===== src/source/pfb_pkg.sv =====
`default_nettype none

package pfb_pkg;

    //////////////////////////////
    // Pixel payload
    //////////////////////////////

    // Bits per pixel
    localparam int PIXEL_WIDTH = 16;

    typedef logic [PIXEL_WIDTH-1:0] pixel_t;

    //////////////////////////////
    // Geometry
    //////////////////////////////

    // Default row buffer depth in pixels
    localparam int MAX_COLS_DEF = 64;

    // Output row or column index
    // 2*64+2 output columns still fit
    typedef logic [7:0] coord_t;

    //////////////////////////////
    // Job control
    //////////////////////////////

    // Idle, waiting for a row, streaming a row, closing the job
    typedef enum logic [1:0] {
        st_idle,
        st_fetch,
        st_stream,
        st_done
    } job_state_t;

endpackage

`default_nettype wire


===== src/source/row_buf_ram.sv =====
`timescale 1ns/100ps
`default_nettype none

module row_buf_ram #(
    parameter int MAX_COLS = pfb_pkg::MAX_COLS_DEF
) (
    input  wire logic              rd_clk,
    // Write port
    input  wire logic              wr_en,
    input  wire pfb_pkg::coord_t   wr_addr,
    input  wire pfb_pkg::pixel_t   din,
    // Read port
    input  wire logic              rd_en,
    input  wire pfb_pkg::coord_t   rd_addr,
    output pfb_pkg::pixel_t        dout
);
    import pfb_pkg::*;

    // Index bits actually used by the array
    localparam int AW = (MAX_COLS > 1) ? $clog2(MAX_COLS) : 1;

    // One input row
    pixel_t mem [MAX_COLS];

    //////////////////////////////
    // Write
    //////////////////////////////

    always_ff @(posedge rd_clk) begin
        if (wr_en) begin
            mem[wr_addr[AW-1:0]] <= din;
        end
    end

    //////////////////////////////
    // Registered read
    //////////////////////////////

    // Output holds when no read is issued
    always_ff @(posedge rd_clk) begin
        if (rd_en) begin
            dout <= mem[rd_addr[AW-1:0]];
        end
    end

    // Controller must keep both addresses inside the row
    a_addr_in_range: assert property (@(posedge rd_clk)
        (wr_en |-> wr_addr < MAX_COLS) and (rd_en |-> rd_addr < MAX_COLS))
        else $error("row_buf_ram address beyond MAX_COLS");

endmodule

`default_nettype wire


===== src/source/prefetch_buffer.sv =====
`timescale 1ns/100ps
`default_nettype none

module prefetch_buffer #(
    parameter int MAX_COLS = pfb_pkg::MAX_COLS_DEF
) (
    input  wire logic              rd_clk,
    input  wire logic              rst,
    // Row data in and out
    input  wire pfb_pkg::pixel_t   din,
    input  wire logic              wr_en,
    input  wire logic              rd_en,
    output pfb_pkg::pixel_t        dout,
    // Job options
    input  wire logic              padding,
    input  wire logic              upsample,
    // Current output coordinate
    input  wire pfb_pkg::coord_t   out_row,
    input  wire pfb_pkg::coord_t   out_col,
    // Valid region bounds
    input  wire pfb_pkg::coord_t   vr_col_start,
    input  wire pfb_pkg::coord_t   vr_col_end,
    input  wire pfb_pkg::coord_t   vr_row_start,
    input  wire pfb_pkg::coord_t   vr_row_end,
    input  wire pfb_pkg::coord_t   in_cols,
    // Controller and sequencer events
    input  wire logic              job_fetch_ack,
    input  wire logic              job_complete_ack,
    input  wire logic              next_row,
    output logic                   cncl_fetch,
    output logic                   row_loaded
);
    import pfb_pkg::*;

    coord_t     wr_addr;
    logic       wr_last;
    coord_t     rd_addr;
    coord_t     addr_tbl [4];
    coord_t     seed [4];
    coord_t     step;
    logic [1:0] idx;
    logic       addr_clr;
    logic       row_in_vr;
    logic       zero_rd;
    logic       zero_q;
    logic       ram_rd;
    logic       repeat_row;
    logic       rd_active;
    pixel_t     ram_dout;

    row_buf_ram #(
        .MAX_COLS (MAX_COLS)
    ) u_ram (
        .rd_clk  (rd_clk),
        .wr_en   (wr_en),
        .wr_addr (wr_addr),
        .din     (din),
        .rd_en   (ram_rd),
        .rd_addr (rd_addr),
        .dout    (ram_dout)
    );

    //////////////////////////////
    // Write side
    //////////////////////////////

    assign wr_last = (wr_addr == in_cols - 8'd1);

    // Count wraps on the last pixel, so a write in the ack cycle lands at 0
    always_ff @(posedge rd_clk) begin
        if (rst) begin
            wr_addr    <= '0;
            row_loaded <= 1'b0;
        end else begin
            row_loaded <= wr_en && wr_last;
            if (wr_en) begin
                wr_addr <= wr_last ? '0 : wr_addr + 8'd1;
            end else if (job_fetch_ack || job_complete_ack) begin
                wr_addr <= '0;
            end
        end
    end

    //////////////////////////////
    // Border and row repeat
    //////////////////////////////

    assign row_in_vr = (out_row >= vr_row_start) && (out_row <= vr_row_end);

    // Zero pixel outside the valid region
    assign zero_rd = padding && (!row_in_vr || out_col < vr_col_start
                                 || out_col > vr_col_end);

    // Border rows and copy rows reuse what is in the RAM
    assign cncl_fetch = (padding && !row_in_vr) || repeat_row;

    // Set after an even interior row when upsampling, cleared after the copy
    always_ff @(posedge rd_clk) begin
        if (rst || job_complete_ack) begin
            repeat_row <= 1'b0;
        end else if (next_row && upsample && row_in_vr) begin
            repeat_row <= ~repeat_row;
        end
    end

    //////////////////////////////
    // Read address pattern
    //////////////////////////////

    // Upsample walks 0,0,1,1,2,2..; plain mode walks 0,1,2,3..
    always_comb begin
        for (int k = 0; k < 4; k++) begin
            seed[k] = upsample ? coord_t'(k >> 1) : coord_t'(k);
        end
        step = upsample ? 8'd2 : 8'd4;
    end

    // Every row restarts at pixel 0
    assign addr_clr = job_fetch_ack || job_complete_ack || next_row;
    assign ram_rd   = rd_en && !zero_rd;
    assign rd_addr  = addr_tbl[idx];

    // Border reads leave the table alone
    always_ff @(posedge rd_clk) begin
        if (rst || addr_clr) begin
            addr_tbl <= seed;
            idx      <= '0;
        end else if (ram_rd) begin
            addr_tbl[idx] <= addr_tbl[idx] + step;
            idx           <= idx + 2'd1;
        end
    end

    //////////////////////////////
    // Output masking
    //////////////////////////////

    // Mask lines up with the RAM read latency
    always_ff @(posedge rd_clk) begin
        if (rst) begin
            zero_q <= 1'b0;
        end else if (rd_en) begin
            zero_q <= zero_rd;
        end
    end

    assign dout = zero_q ? '0 : ram_dout;

    // Row in progress from first read until the row is handed on
    always_ff @(posedge rd_clk) begin
        if (rst || next_row || job_complete_ack) begin
            rd_active <= 1'b0;
        end else if (rd_en) begin
            rd_active <= 1'b1;
        end
    end

    // Single row buffer, so the source must wait for the stream to finish
    a_no_write_during_read: assert property (@(posedge rd_clk) disable iff (rst)
        rd_active |-> !wr_en)
        else $error("prefetch_buffer written while a row is being read");

endmodule

`default_nettype wire


===== src/source/window_sequencer.sv =====
`timescale 1ns/100ps
`default_nettype none

module window_sequencer (
    input  wire logic                 rd_clk,
    input  wire logic                 rst,
    input  wire logic                 stream_go,
    // Output image size
    input  wire pfb_pkg::coord_t      out_cols,
    input  wire pfb_pkg::coord_t      out_rows,
    // Read requests to the buffer
    output logic                      rd_en,
    output pfb_pkg::coord_t           out_row,
    output pfb_pkg::coord_t           out_col,
    output logic                      next_row,
    output logic                      row_done,
    output logic                      seq_done,
    // Output stream
    input  wire pfb_pkg::pixel_t      dout_buf,
    output logic                      pix_valid,
    output pfb_pkg::pixel_t           pix_out,
    output logic                      row_end,
    input  wire pfb_pkg::job_state_t  state
);
    import pfb_pkg::*;

    logic active;
    logic last_col;
    logic last_row;

    assign last_col = (out_col == out_cols - 8'd1);
    assign last_row = (out_row == out_rows - 8'd1);

    // One read per cycle while a row runs
    assign rd_en    = active;
    assign row_done = active && last_col;
    // Last row of the job hands over to seq_done instead
    assign next_row = row_done && !last_row;

    //////////////////////////////
    // Row walk
    //////////////////////////////

    always_ff @(posedge rd_clk) begin
        if (rst) begin
            active  <= 1'b0;
            out_col <= '0;
            out_row <= '0;
        end else begin
            if (stream_go) begin
                active <= 1'b1;
            end else if (row_done) begin
                active <= 1'b0;
            end
            if (active) begin
                if (last_col) begin
                    out_col <= '0;
                    // Back to row 0, ready for the next job
                    out_row <= last_row ? '0 : out_row + 8'd1;
                end else begin
                    out_col <= out_col + 8'd1;
                end
            end
        end
    end

    //////////////////////////////
    // Output alignment
    //////////////////////////////

    // Buffer data arrives one cycle after the read
    always_ff @(posedge rd_clk) begin
        if (rst) begin
            pix_valid <= 1'b0;
            row_end   <= 1'b0;
            seq_done  <= 1'b0;
        end else begin
            pix_valid <= rd_en;
            row_end   <= row_done;
            seq_done  <= row_done && last_row;
        end
    end

    assign pix_out = dout_buf;

    // Reads only happen with the controller in its streaming state
    a_rd_in_stream: assert property (@(posedge rd_clk) disable iff (rst)
        rd_en |-> state == st_stream)
        else $error("window_sequencer read outside st_stream");

endmodule

`default_nettype wire


===== src/source/job_ctrl.sv =====
`timescale 1ns/100ps
`default_nettype none

module job_ctrl #(
    parameter int MAX_COLS = pfb_pkg::MAX_COLS_DEF
) (
    input  wire logic              rd_clk,
    input  wire logic              rst,
    // Job request
    input  wire logic              job_start,
    input  wire pfb_pkg::coord_t   cfg_cols,
    input  wire pfb_pkg::coord_t   cfg_rows,
    input  wire logic              cfg_padding,
    input  wire logic              cfg_upsample,
    // Registered job setup
    output logic                   padding,
    output logic                   upsample,
    output pfb_pkg::coord_t        out_cols,
    output pfb_pkg::coord_t        out_rows,
    output pfb_pkg::coord_t        in_cols,
    output pfb_pkg::coord_t        vr_col_start,
    output pfb_pkg::coord_t        vr_col_end,
    output pfb_pkg::coord_t        vr_row_start,
    output pfb_pkg::coord_t        vr_row_end,
    // Row events
    input  wire logic              cncl_fetch,
    input  wire logic              row_loaded,
    input  wire logic              row_done,
    input  wire logic              seq_done,
    output logic                   fetch_req,
    output logic                   stream_go,
    output logic                   job_fetch_ack,
    output logic                   job_complete_ack,
    output logic                   job_done,
    output pfb_pkg::job_state_t    state
);
    import pfb_pkg::*;

    logic   start_ok;
    logic   row_done_q;
    coord_t cols_n;
    coord_t rows_n;

    // Doubled when upsampling, plus the two border pixels
    function automatic coord_t out_size(coord_t n, logic pad, logic up);
        coord_t s;
        s = up ? coord_t'(n << 1) : n;
        return pad ? s + 8'd2 : s;
    endfunction

    assign start_ok = job_start && (state == st_idle);
    assign cols_n   = out_size(cfg_cols, cfg_padding, cfg_upsample);
    assign rows_n   = out_size(cfg_rows, cfg_padding, cfg_upsample);

    //////////////////////////////
    // Job setup
    //////////////////////////////

    always_ff @(posedge rd_clk) begin
        if (start_ok) begin
            in_cols      <= cfg_cols;
            out_cols     <= cols_n;
            out_rows     <= rows_n;
            // Interior starts past the border
            vr_col_start <= coord_t'(cfg_padding);
            vr_row_start <= coord_t'(cfg_padding);
            vr_col_end   <= cols_n - (cfg_padding ? 8'd2 : 8'd1);
            vr_row_end   <= rows_n - (cfg_padding ? 8'd2 : 8'd1);
        end
    end

    //////////////////////////////
    // Job FSM
    //////////////////////////////

    always_ff @(posedge rd_clk) begin
        if (rst) begin
            state            <= st_idle;
            padding          <= 1'b0;
            upsample         <= 1'b0;
            row_done_q       <= 1'b0;
            fetch_req        <= 1'b0;
            stream_go        <= 1'b0;
            job_fetch_ack    <= 1'b0;
            job_complete_ack <= 1'b0;
            job_done         <= 1'b0;
        end else begin
            // Strobes by default
            fetch_req        <= 1'b0;
            stream_go        <= 1'b0;
            job_fetch_ack    <= 1'b0;
            job_complete_ack <= 1'b0;
            job_done         <= 1'b0;
            // Buffer state for the new row settles one cycle after row_done
            row_done_q       <= row_done;
            case (state)
                st_idle: begin
                    if (start_ok) begin
                        padding  <= cfg_padding;
                        upsample <= cfg_upsample;
                        // Top border row needs no input
                        if (cfg_padding) begin
                            state     <= st_stream;
                            stream_go <= 1'b1;
                        end else begin
                            state         <= st_fetch;
                            fetch_req     <= 1'b1;
                            job_fetch_ack <= 1'b1;
                        end
                    end
                end
                st_fetch: begin
                    if (row_loaded) begin
                        state     <= st_stream;
                        stream_go <= 1'b1;
                    end
                end
                st_stream: begin
                    if (seq_done) begin
                        state            <= st_done;
                        job_complete_ack <= 1'b1;
                        job_done         <= 1'b1;
                    end else if (row_done_q) begin
                        if (cncl_fetch) begin
                            stream_go <= 1'b1;
                        end else begin
                            state         <= st_fetch;
                            fetch_req     <= 1'b1;
                            job_fetch_ack <= 1'b1;
                        end
                    end
                end
                default: begin
                    state <= st_idle;
                end
            endcase
        end
    end

    // Row must fit the buffer
    a_cols_fit: assert property (@(posedge rd_clk) disable iff (rst)
        start_ok |-> cfg_cols <= MAX_COLS)
        else $error("job_ctrl cfg_cols %0d exceeds MAX_COLS", cfg_cols);

endmodule

`default_nettype wire


===== src/source/pfb_top.sv =====
`timescale 1ns/100ps
`default_nettype none

module pfb_top #(
    parameter int MAX_COLS = pfb_pkg::MAX_COLS_DEF
) (
    input  wire logic              rd_clk,
    input  wire logic              rst,
    // Job start
    input  wire logic              job_start,
    input  wire pfb_pkg::coord_t   cfg_cols,
    input  wire pfb_pkg::coord_t   cfg_rows,
    input  wire logic              cfg_padding,
    input  wire logic              cfg_upsample,
    // Row source
    output logic                   fetch_req,
    input  wire logic              wr_en,
    input  wire pfb_pkg::pixel_t   din,
    // Pixel stream
    output logic                   pix_valid,
    output pfb_pkg::pixel_t        pix_out,
    output logic                   row_end,
    output logic                   job_done
);
    import pfb_pkg::*;

    logic       padding;
    logic       upsample;
    coord_t     out_cols;
    coord_t     out_rows;
    coord_t     in_cols;
    coord_t     vr_col_start;
    coord_t     vr_col_end;
    coord_t     vr_row_start;
    coord_t     vr_row_end;
    logic       stream_go;
    logic       job_fetch_ack;
    logic       job_complete_ack;
    logic       cncl_fetch;
    logic       row_loaded;
    logic       rd_en;
    coord_t     out_row;
    coord_t     out_col;
    logic       next_row;
    logic       row_done;
    logic       seq_done;
    pixel_t     buf_dout;
    job_state_t state;

    //////////////////////////////
    // Controller
    //////////////////////////////

    job_ctrl #(
        .MAX_COLS (MAX_COLS)
    ) u_job_ctrl (
        .rd_clk           (rd_clk),
        .rst              (rst),
        .job_start        (job_start),
        .cfg_cols         (cfg_cols),
        .cfg_rows         (cfg_rows),
        .cfg_padding      (cfg_padding),
        .cfg_upsample     (cfg_upsample),
        .padding          (padding),
        .upsample         (upsample),
        .out_cols         (out_cols),
        .out_rows         (out_rows),
        .in_cols          (in_cols),
        .vr_col_start     (vr_col_start),
        .vr_col_end       (vr_col_end),
        .vr_row_start     (vr_row_start),
        .vr_row_end       (vr_row_end),
        .cncl_fetch       (cncl_fetch),
        .row_loaded       (row_loaded),
        .row_done         (row_done),
        .seq_done         (seq_done),
        .fetch_req        (fetch_req),
        .stream_go        (stream_go),
        .job_fetch_ack    (job_fetch_ack),
        .job_complete_ack (job_complete_ack),
        .job_done         (job_done),
        .state            (state)
    );

    //////////////////////////////
    // Output walk
    //////////////////////////////

    window_sequencer u_window_sequencer (
        .rd_clk    (rd_clk),
        .rst       (rst),
        .stream_go (stream_go),
        .out_cols  (out_cols),
        .out_rows  (out_rows),
        .rd_en     (rd_en),
        .out_row   (out_row),
        .out_col   (out_col),
        .next_row  (next_row),
        .row_done  (row_done),
        .seq_done  (seq_done),
        .dout_buf  (buf_dout),
        .pix_valid (pix_valid),
        .pix_out   (pix_out),
        .row_end   (row_end),
        .state     (state)
    );

    //////////////////////////////
    // Row buffer
    //////////////////////////////

    prefetch_buffer #(
        .MAX_COLS (MAX_COLS)
    ) u_prefetch_buffer (
        .rd_clk           (rd_clk),
        .rst              (rst),
        .din              (din),
        .wr_en            (wr_en),
        .rd_en            (rd_en),
        .dout             (buf_dout),
        .padding          (padding),
        .upsample         (upsample),
        .out_row          (out_row),
        .out_col          (out_col),
        .vr_col_start     (vr_col_start),
        .vr_col_end       (vr_col_end),
        .vr_row_start     (vr_row_start),
        .vr_row_end       (vr_row_end),
        .in_cols          (in_cols),
        .job_fetch_ack    (job_fetch_ack),
        .job_complete_ack (job_complete_ack),
        .next_row         (next_row),
        .cncl_fetch       (cncl_fetch),
        .row_loaded       (row_loaded)
    );

endmodule

`default_nettype wire


===== config.mk =====
export PLATFORM = sky130hd
export DESIGN_NAME = pfb_top
export DESIGN_NICKNAME = d
export VERILOG_FILES = /design/src/source/pfb_pkg.sv /design/src/source/row_buf_ram.sv /design/src/source/prefetch_buffer.sv /design/src/source/window_sequencer.sv /design/src/source/job_ctrl.sv /design/src/source/pfb_top.sv
export SDC_FILE = /design/constraint.sdc
export NUM_CORES = 2
export LEC_CHECK = 0
export ABC_AREA = 1
export BUFFER_PORTS_ARGS = -buffer_cell sky130_fd_sc_hd__buf_2
export CORE_ASPECT_RATIO = 0.9
export CORE_UTILIZATION = 60
export CTS_BUF_LIST = sky130_fd_sc_hd__clkbuf_8 sky130_fd_sc_hd__clkbuf_16
export CTS_CLUSTER_SIZE = 10
export DETAILED_ROUTE_END_ITERATION = 8
export HOLD_SLACK_MARGIN = 0.05
export PLACE_DENSITY = 0.86
export SLEW_MARGIN = 30
export SYNTH_ARGS = -nofsm -noshare
export SYNTH_HDL_FRONTEND = slang
export SYNTH_SLANG_ARGS = --single-unit

===== constraint.sdc =====
create_clock -name rd_clk -period 2.98 [get_ports rd_clk]
set_input_delay 0.298 -clock rd_clk [delete_from_list [all_inputs] [get_ports rd_clk]]
set_output_delay 0.298 -clock rd_clk [all_outputs]
set_load 0.01 [all_outputs]

; ---- Word level (Yosys, flattened, before mapping)
; Memories as Yosys holds them, arrays and structs flattened. A register that Yosys moved wholly into a read port is not among the register bits.
; Index checks and enable logic that the tools add are counted.
[op_classes]
n_addsub = 12
order_cmp = 6
n_eq_ne = 9
mux = 48
n_bitwise = 3
n_reduce_logical = 30
[op_table]
columns = op, n
row1 = $mux 8, 12
row2 = $mux 24, 2
row3 = $bwmux 32, 1
row4 = $add 8x1->8 const B, 3
row5 = $eq 8x8->1, 3
row6 = $sub 8x1->8 const B, 3
row7 = $mux 2, 9
row8 = $mux 1, 17
row9 = $add 8x2->8 const B, 2
row10 = $bmux 8 s2, 1
row11 = $demux 8 s2, 1
row12 = $mux 16, 1
row13 = $sub 8x8->8, 2
row14 = $logic_and 1x1->1, 12
row15 = $add 8x8->8, 1
row16 = $ge 8x1->1, 1
row17 = $gt 8x8->1, 1
row18 = $le 8x8->1, 1
row19 = $lt 8x1->1, 1
row20 = $logic_or 1x1->1, 7
row21 = $pmux 2 s3, 1
row22 = $reduce_bool 2->1, 3
row23 = $ne 2x1->1 const B, 2
row24 = $reduce_and 2->1, 2
row25 = 16 further kinds, 19
[totals]
ff_bits = 113
mem_bits_rw = 1024
in_bits = 38
out_inout_bits = 20
word_cells = 136
n_memories = 1
[mem_list]
columns = name, depth, word_bits, read_ports, rd_ports_with_merged_regs, wr, line
row1 = u_prefetch_buffer.u_ram.mem, 64, 16, 1, 1, 1, row_buf_ram.sv:23  ; pixel_t mem [MAX_COLS];

; ---- Logic depth before layout (Yosys ltp)
[logic_depth]
ltp_word = 10
mapped_depth = 18
depth_no_buf = 17

; ---- Hierarchy
; From an unflattened synthesis, not the netlist that was laid out.
[unflattened]
hier_cells = 4638
area_unflattened_um2 = 50532.2
[modules_own_cells]
columns = module, n_inst, cells_per_inst, area_per_inst_um2
row1 = row_buf_ram, 1, 3517, 42259.3
row2 = prefetch_buffer, 1, 511, 3672.3
row3 = job_ctrl, 1, 295, 2825.2
row4 = window_sequencer, 1, 315, 1775.5

; ---- Worst setup path before layout
; No wires, ideal clock.
[synth_path]
path_type = register -> register
from = register u_prefetch_buffer.wr_addr[3]
to = memory u_prefetch_buffer.u_ram.mem[61][0] (netlist bit), enable pin
setup_ns = 0.409
arrival_ns = 2.212
setup_slack_ns = 0.359
stages_incl_launch_ff = 6
n_path_buf = 1
cell_sequence = dfxtp_1 > clkbuf_1 > inv_1 > nor2_1 > clkinv_1 > nor3_1
[synth_lines]
columns = element, line
row1 = from (decl), prefetch_buffer.sv:35  ; coord_t wr_addr;
row2 = from (signal assigned), prefetch_buffer.sv:77  ; wr_addr <= wr_last ? '0 : wr_addr + 8'd1;
row3 = to (decl), row_buf_ram.sv:23
; No word-level cell before the write port.

; ---- Final worst setup path
[layout_path]
from = register u_prefetch_buffer.idx[0]
to = register u_prefetch_buffer.u_ram.dout[10], read port of u_prefetch_buffer.u_ram.mem, data pin
[layout_via]
elab_chain_cells = 4
[layout_lines]
columns = element, line
row1 = from (decl), prefetch_buffer.sv:41  ; logic [1:0] idx;
row2 = from (signal assigned), prefetch_buffer.sv:130  ; idx <= idx + 2'd1;
row3 = $not 2->3 (not written as such), prefetch_buffer.sv:121  ; assign rd_addr = addr_tbl[idx];
row4 = $bmux 8 s2, prefetch_buffer.sv:121
row5 = $mux 8 (2 in a row), -
row6 = to (decl), row_buf_ram.sv:15  ; output pfb_pkg::pixel_t dout
; No other way between the ends. The select of a mux whose other input is x is not followed.
; A chain may end at the register's enable or synchronous reset.

==> results.json <==
{
  "synth_flop_cell": "edfxtp_1",
  "synth_nets": 4778,
  "grt_first_pass_wirelength_mm": 209.3,
  "drv_slew": 0,
  "layout_min_cycle_time_ns": 2.888,
  "area_delta_synth_final_pct": 12.43,
  "wirelength_mm": 142.1,
  "place_area_um2": 52800,
  "via_count": 37450,
  "rows": 100,
  "start_kind": "flop",
  "setup_violations": 0,
  "vdd.ir_drop.worst_v": 0.0006943,
  "insertion_delay_ns": 0.77,
  "tightestPinTransition_ns": 0.9748,
  "worstSetupEndpointType": "flop",
  "fmax_mhz": 346.3,
  "clkSinkCount": 1145,
  "firstDrtPassIters": 8,
  "power.density_nw_per_um2": 675.7,
  "worstHoldPathType": "in -> reg",
  "num-nets-final": 4887,
  "die_area_um2": 85690,
  "clockBufferDepth": 3,
  "drive_above_1_share_pct": 8.072,
  "final_common_cell": "nand2_1",
  "yosys_register_bits": 1145,
  "hpwlAfterDp_mm": 80.97,
  "rsz0062_at_grt": "yes",
  "maxCapViolCount": 0,
  "drcViolationCount": 0,
  "cp_max_fo": 91,
  "slowest_delay_ns": 0.44,
  "post_synth_num_cell_types": 47,
  "synth_edf_count": 1099,
  "clk_pin_slew_worst_paths_ns": 0.06,
  "arrival_ns": 3.37,
  "holdWs_ns": 0.06682,
  "p_leak_nw": 22.70,
  "clk_root_buffer_cell": "clkbuf_16",
  "crit_top_cell": "nand3_1",
  "antenna_found_initial": 3,
  "die_x_um": 308.4,
  "final_area_um2": 57010,
  "syn_area_per_cell_um2": 10.78,
  "synth_area_um2": 50710,
  "grt.total_usage_pct": 32.64,
  "first_global_vias": 36170,
  "vias_per_cell": 6.260,
  "finalHoldViolCount": 0,
  "slowest_stage": "dfxtp_1",
  "crit_path_cell_trace": "inv_4, nand2_1, nand3_4, nand2_8, buf_12, nand2_1, o211ai_1, nand3_1, nand3_1, nand3_1, nand3_1, nand2_1",
  "ys_seq_area_share_pct": 66.89,
  "slew_headroom_pct": 35.01,
  "fin_skew_ns": 0.05692,
  "final_antenna_net_count": 0,
  "dp.cells": 5771,
  "start_util_pct": 60.95,
  "wl_per_cell_um": 23.75,
  "gp_congestion": 0.9139,
  "portBuffers": 57,
  "die_h_um": 277.8,
  "core-area_um2": 83200,
  "cts_tree": "done",
  "numCtsBuffers": 132,
  "ios": 58,
  "h-tree-depth": 4,
  "worstPathRequired_ns": 3.47,
  "grt.overflow.total": 0,
  "drt_iter0_markers": 6543,
  "status": "finished clean",
  "yosys_warnings": 0,
  "grt_start_max_net_pins": 161,
  "fin_cells": 5982,
  "crit_type": "reg -> reg",
  "most-common-layout-cells": "nand2_1, edfxtp_1, nand3_1",
  "fin_crit_sh_pct": 96.90,
  "syn_inst": 4704,
  "async_flop_share_pct": 0
}
==> cell families (layout without fill, tap and decap cells) <==
family                   count (synthesis)  in the layout  synth area share [%]
other                                    0              4                     0
AO/OA/AOI/OAI                          256            256                 3.397
XOR/XNOR                                56             56                0.9943
flip-flops                            1145           1145                 66.89
adder cells (fa/ha/maj)                 36             36                0.9030
multiplexers                             2              2               0.03948
AND/OR/NAND/NOR                       2379           2379                 20.91
buffers and inverters                  830            982                 6.864
==> critical path: cells and delay by family, from the launching register on <==
kind	cells	cell delay [ns]
compound gates	1	0.11
simple gates	9	1.46
flops	1	0.44
buf+inv	2	0.51
==> registers in the layout, indices dropped and copies added (netlist names), 2 cells and up <==
signal                        cells
u_prefetch_buffer.idx             2
u_window_sequencer.out_row        8
u_job_ctrl.vr_row_end             8
u_job_ctrl.vr_col_end             8
u_prefetch_buffer.u_ram.dout     16
u_job_ctrl.state                  2
u_job_ctrl.out_cols               8
u_prefetch_buffer.addr_tbl       24
u_job_ctrl.out_rows               8
u_job_ctrl.in_cols                8
u_window_sequencer.out_col        8
u_prefetch_buffer.u_ram.mem    1024
u_prefetch_buffer.wr_addr         8
==> stage by stage <==
stage	setup TNS [ns]	utilization, %	total power [mW]	setup slack [ns]
finish	0	68.52	38.52	0.09236
global route	-0.01650	68.51	39.45	-0.01650
CTS	0	68.32	38.18	0.04088
detailed placement	0	63.46	23.85	0.09015
global placement	0	63.46	23.66	0.1778
floorplan	0	-	21.80	0.3585
==> report_power, final <==
| part | internal, mW | switching [mW] |
|---|---|---|
| combinational | 1.67 | 4.14 |
| sequential | 18.0 | 0.177 |
| clock | 8.11 | 6.45 |
==> worst paths after layout <==
| path | from | end | slack (ns) | cells past startpoint |
|---|---|---|---|---|
| max | u_prefetch_buffer.idx[0]$_SDFFE_PP0P_ | u_prefetch_buffer.u_ram.dout[10]$_DFFE_PP_ | 0.09 | 12 |
| min | din[9] | u_prefetch_buffer.u_ram.mem[17][9]$_DFFE_PP_ | 0.07 | 2 |
| max reg2reg | u_prefetch_buffer.idx[0]$_SDFFE_PP0P_ | u_prefetch_buffer.u_ram.dout[10]$_DFFE_PP_ | 0.09 | 12 |
| min reg2reg | u_job_ctrl.stream_go$_SDFF_PP0_ | u_window_sequencer.rd_en$_SDFFE_PP0P_ | 0.43 | 2 |
==> cell type report <==
type,instances,area [um^2]
Antenna cell,4,10.01
Clock buffer,134,3331
Clock inverter,43,488.0
Fill cell,5236,26190
Inverter,566,2153
Multi-Input combinational cell,2729,13340
Sequential cell,1145,33920
Tap cell,1122,1404
Timing Repair Buffer,239,2362
==> cells in the mapped netlist, types with 3 or more instances <==
library cell	n	area [um^2]
dfxtp_1	46	920.9
a31oi_1	3	18.77
nor3_1	9	45.04
or2_2	5	31.28
ha_1	35	437.9
o21ai_0	51	255.2
buf_1	22	82.58
nand3b_1	166	1246
inv_1	560	2102
nand3_1	743	3719
buf_6	7	78.83
o21ai_1	3	15.01
o211ai_1	161	1209
a21oi_1	29	145.1
xnor2_1	20	175.2
nor2_1	197	739.5
clkbuf_1	53	198.9
xor2_1	35	306.5
inv_2	4	15.01
nand2_1	1233	4628
buf_2	148	740.7
buf_4	32	240.2
nor4_1	3	18.77
edfxtp_1	1099	33000
nand4_1	12	75.07
==> metal layers <==
layer	up-vias	GRT usage [%]	share of wire, %
li1	16150	-	-
met1	17460	43.31	34
met2	3275	49.04	45
met3	558	9.573	16
met4	2	16.72	5.2
met5	-	0	0.0092
==> repair_timing <==
| item | in CTS | in global routing |
|---|---|---|
| gates resized for setup | 0 | 11 |
| hold buffers | 23 | 0 |
| endpoints found under the hold margin | 92 | 0 |
| setup buffers | 0 | 4 |
| setup endpoints to repair | 0 | 13 |
(Power assumes the default switching activity.)
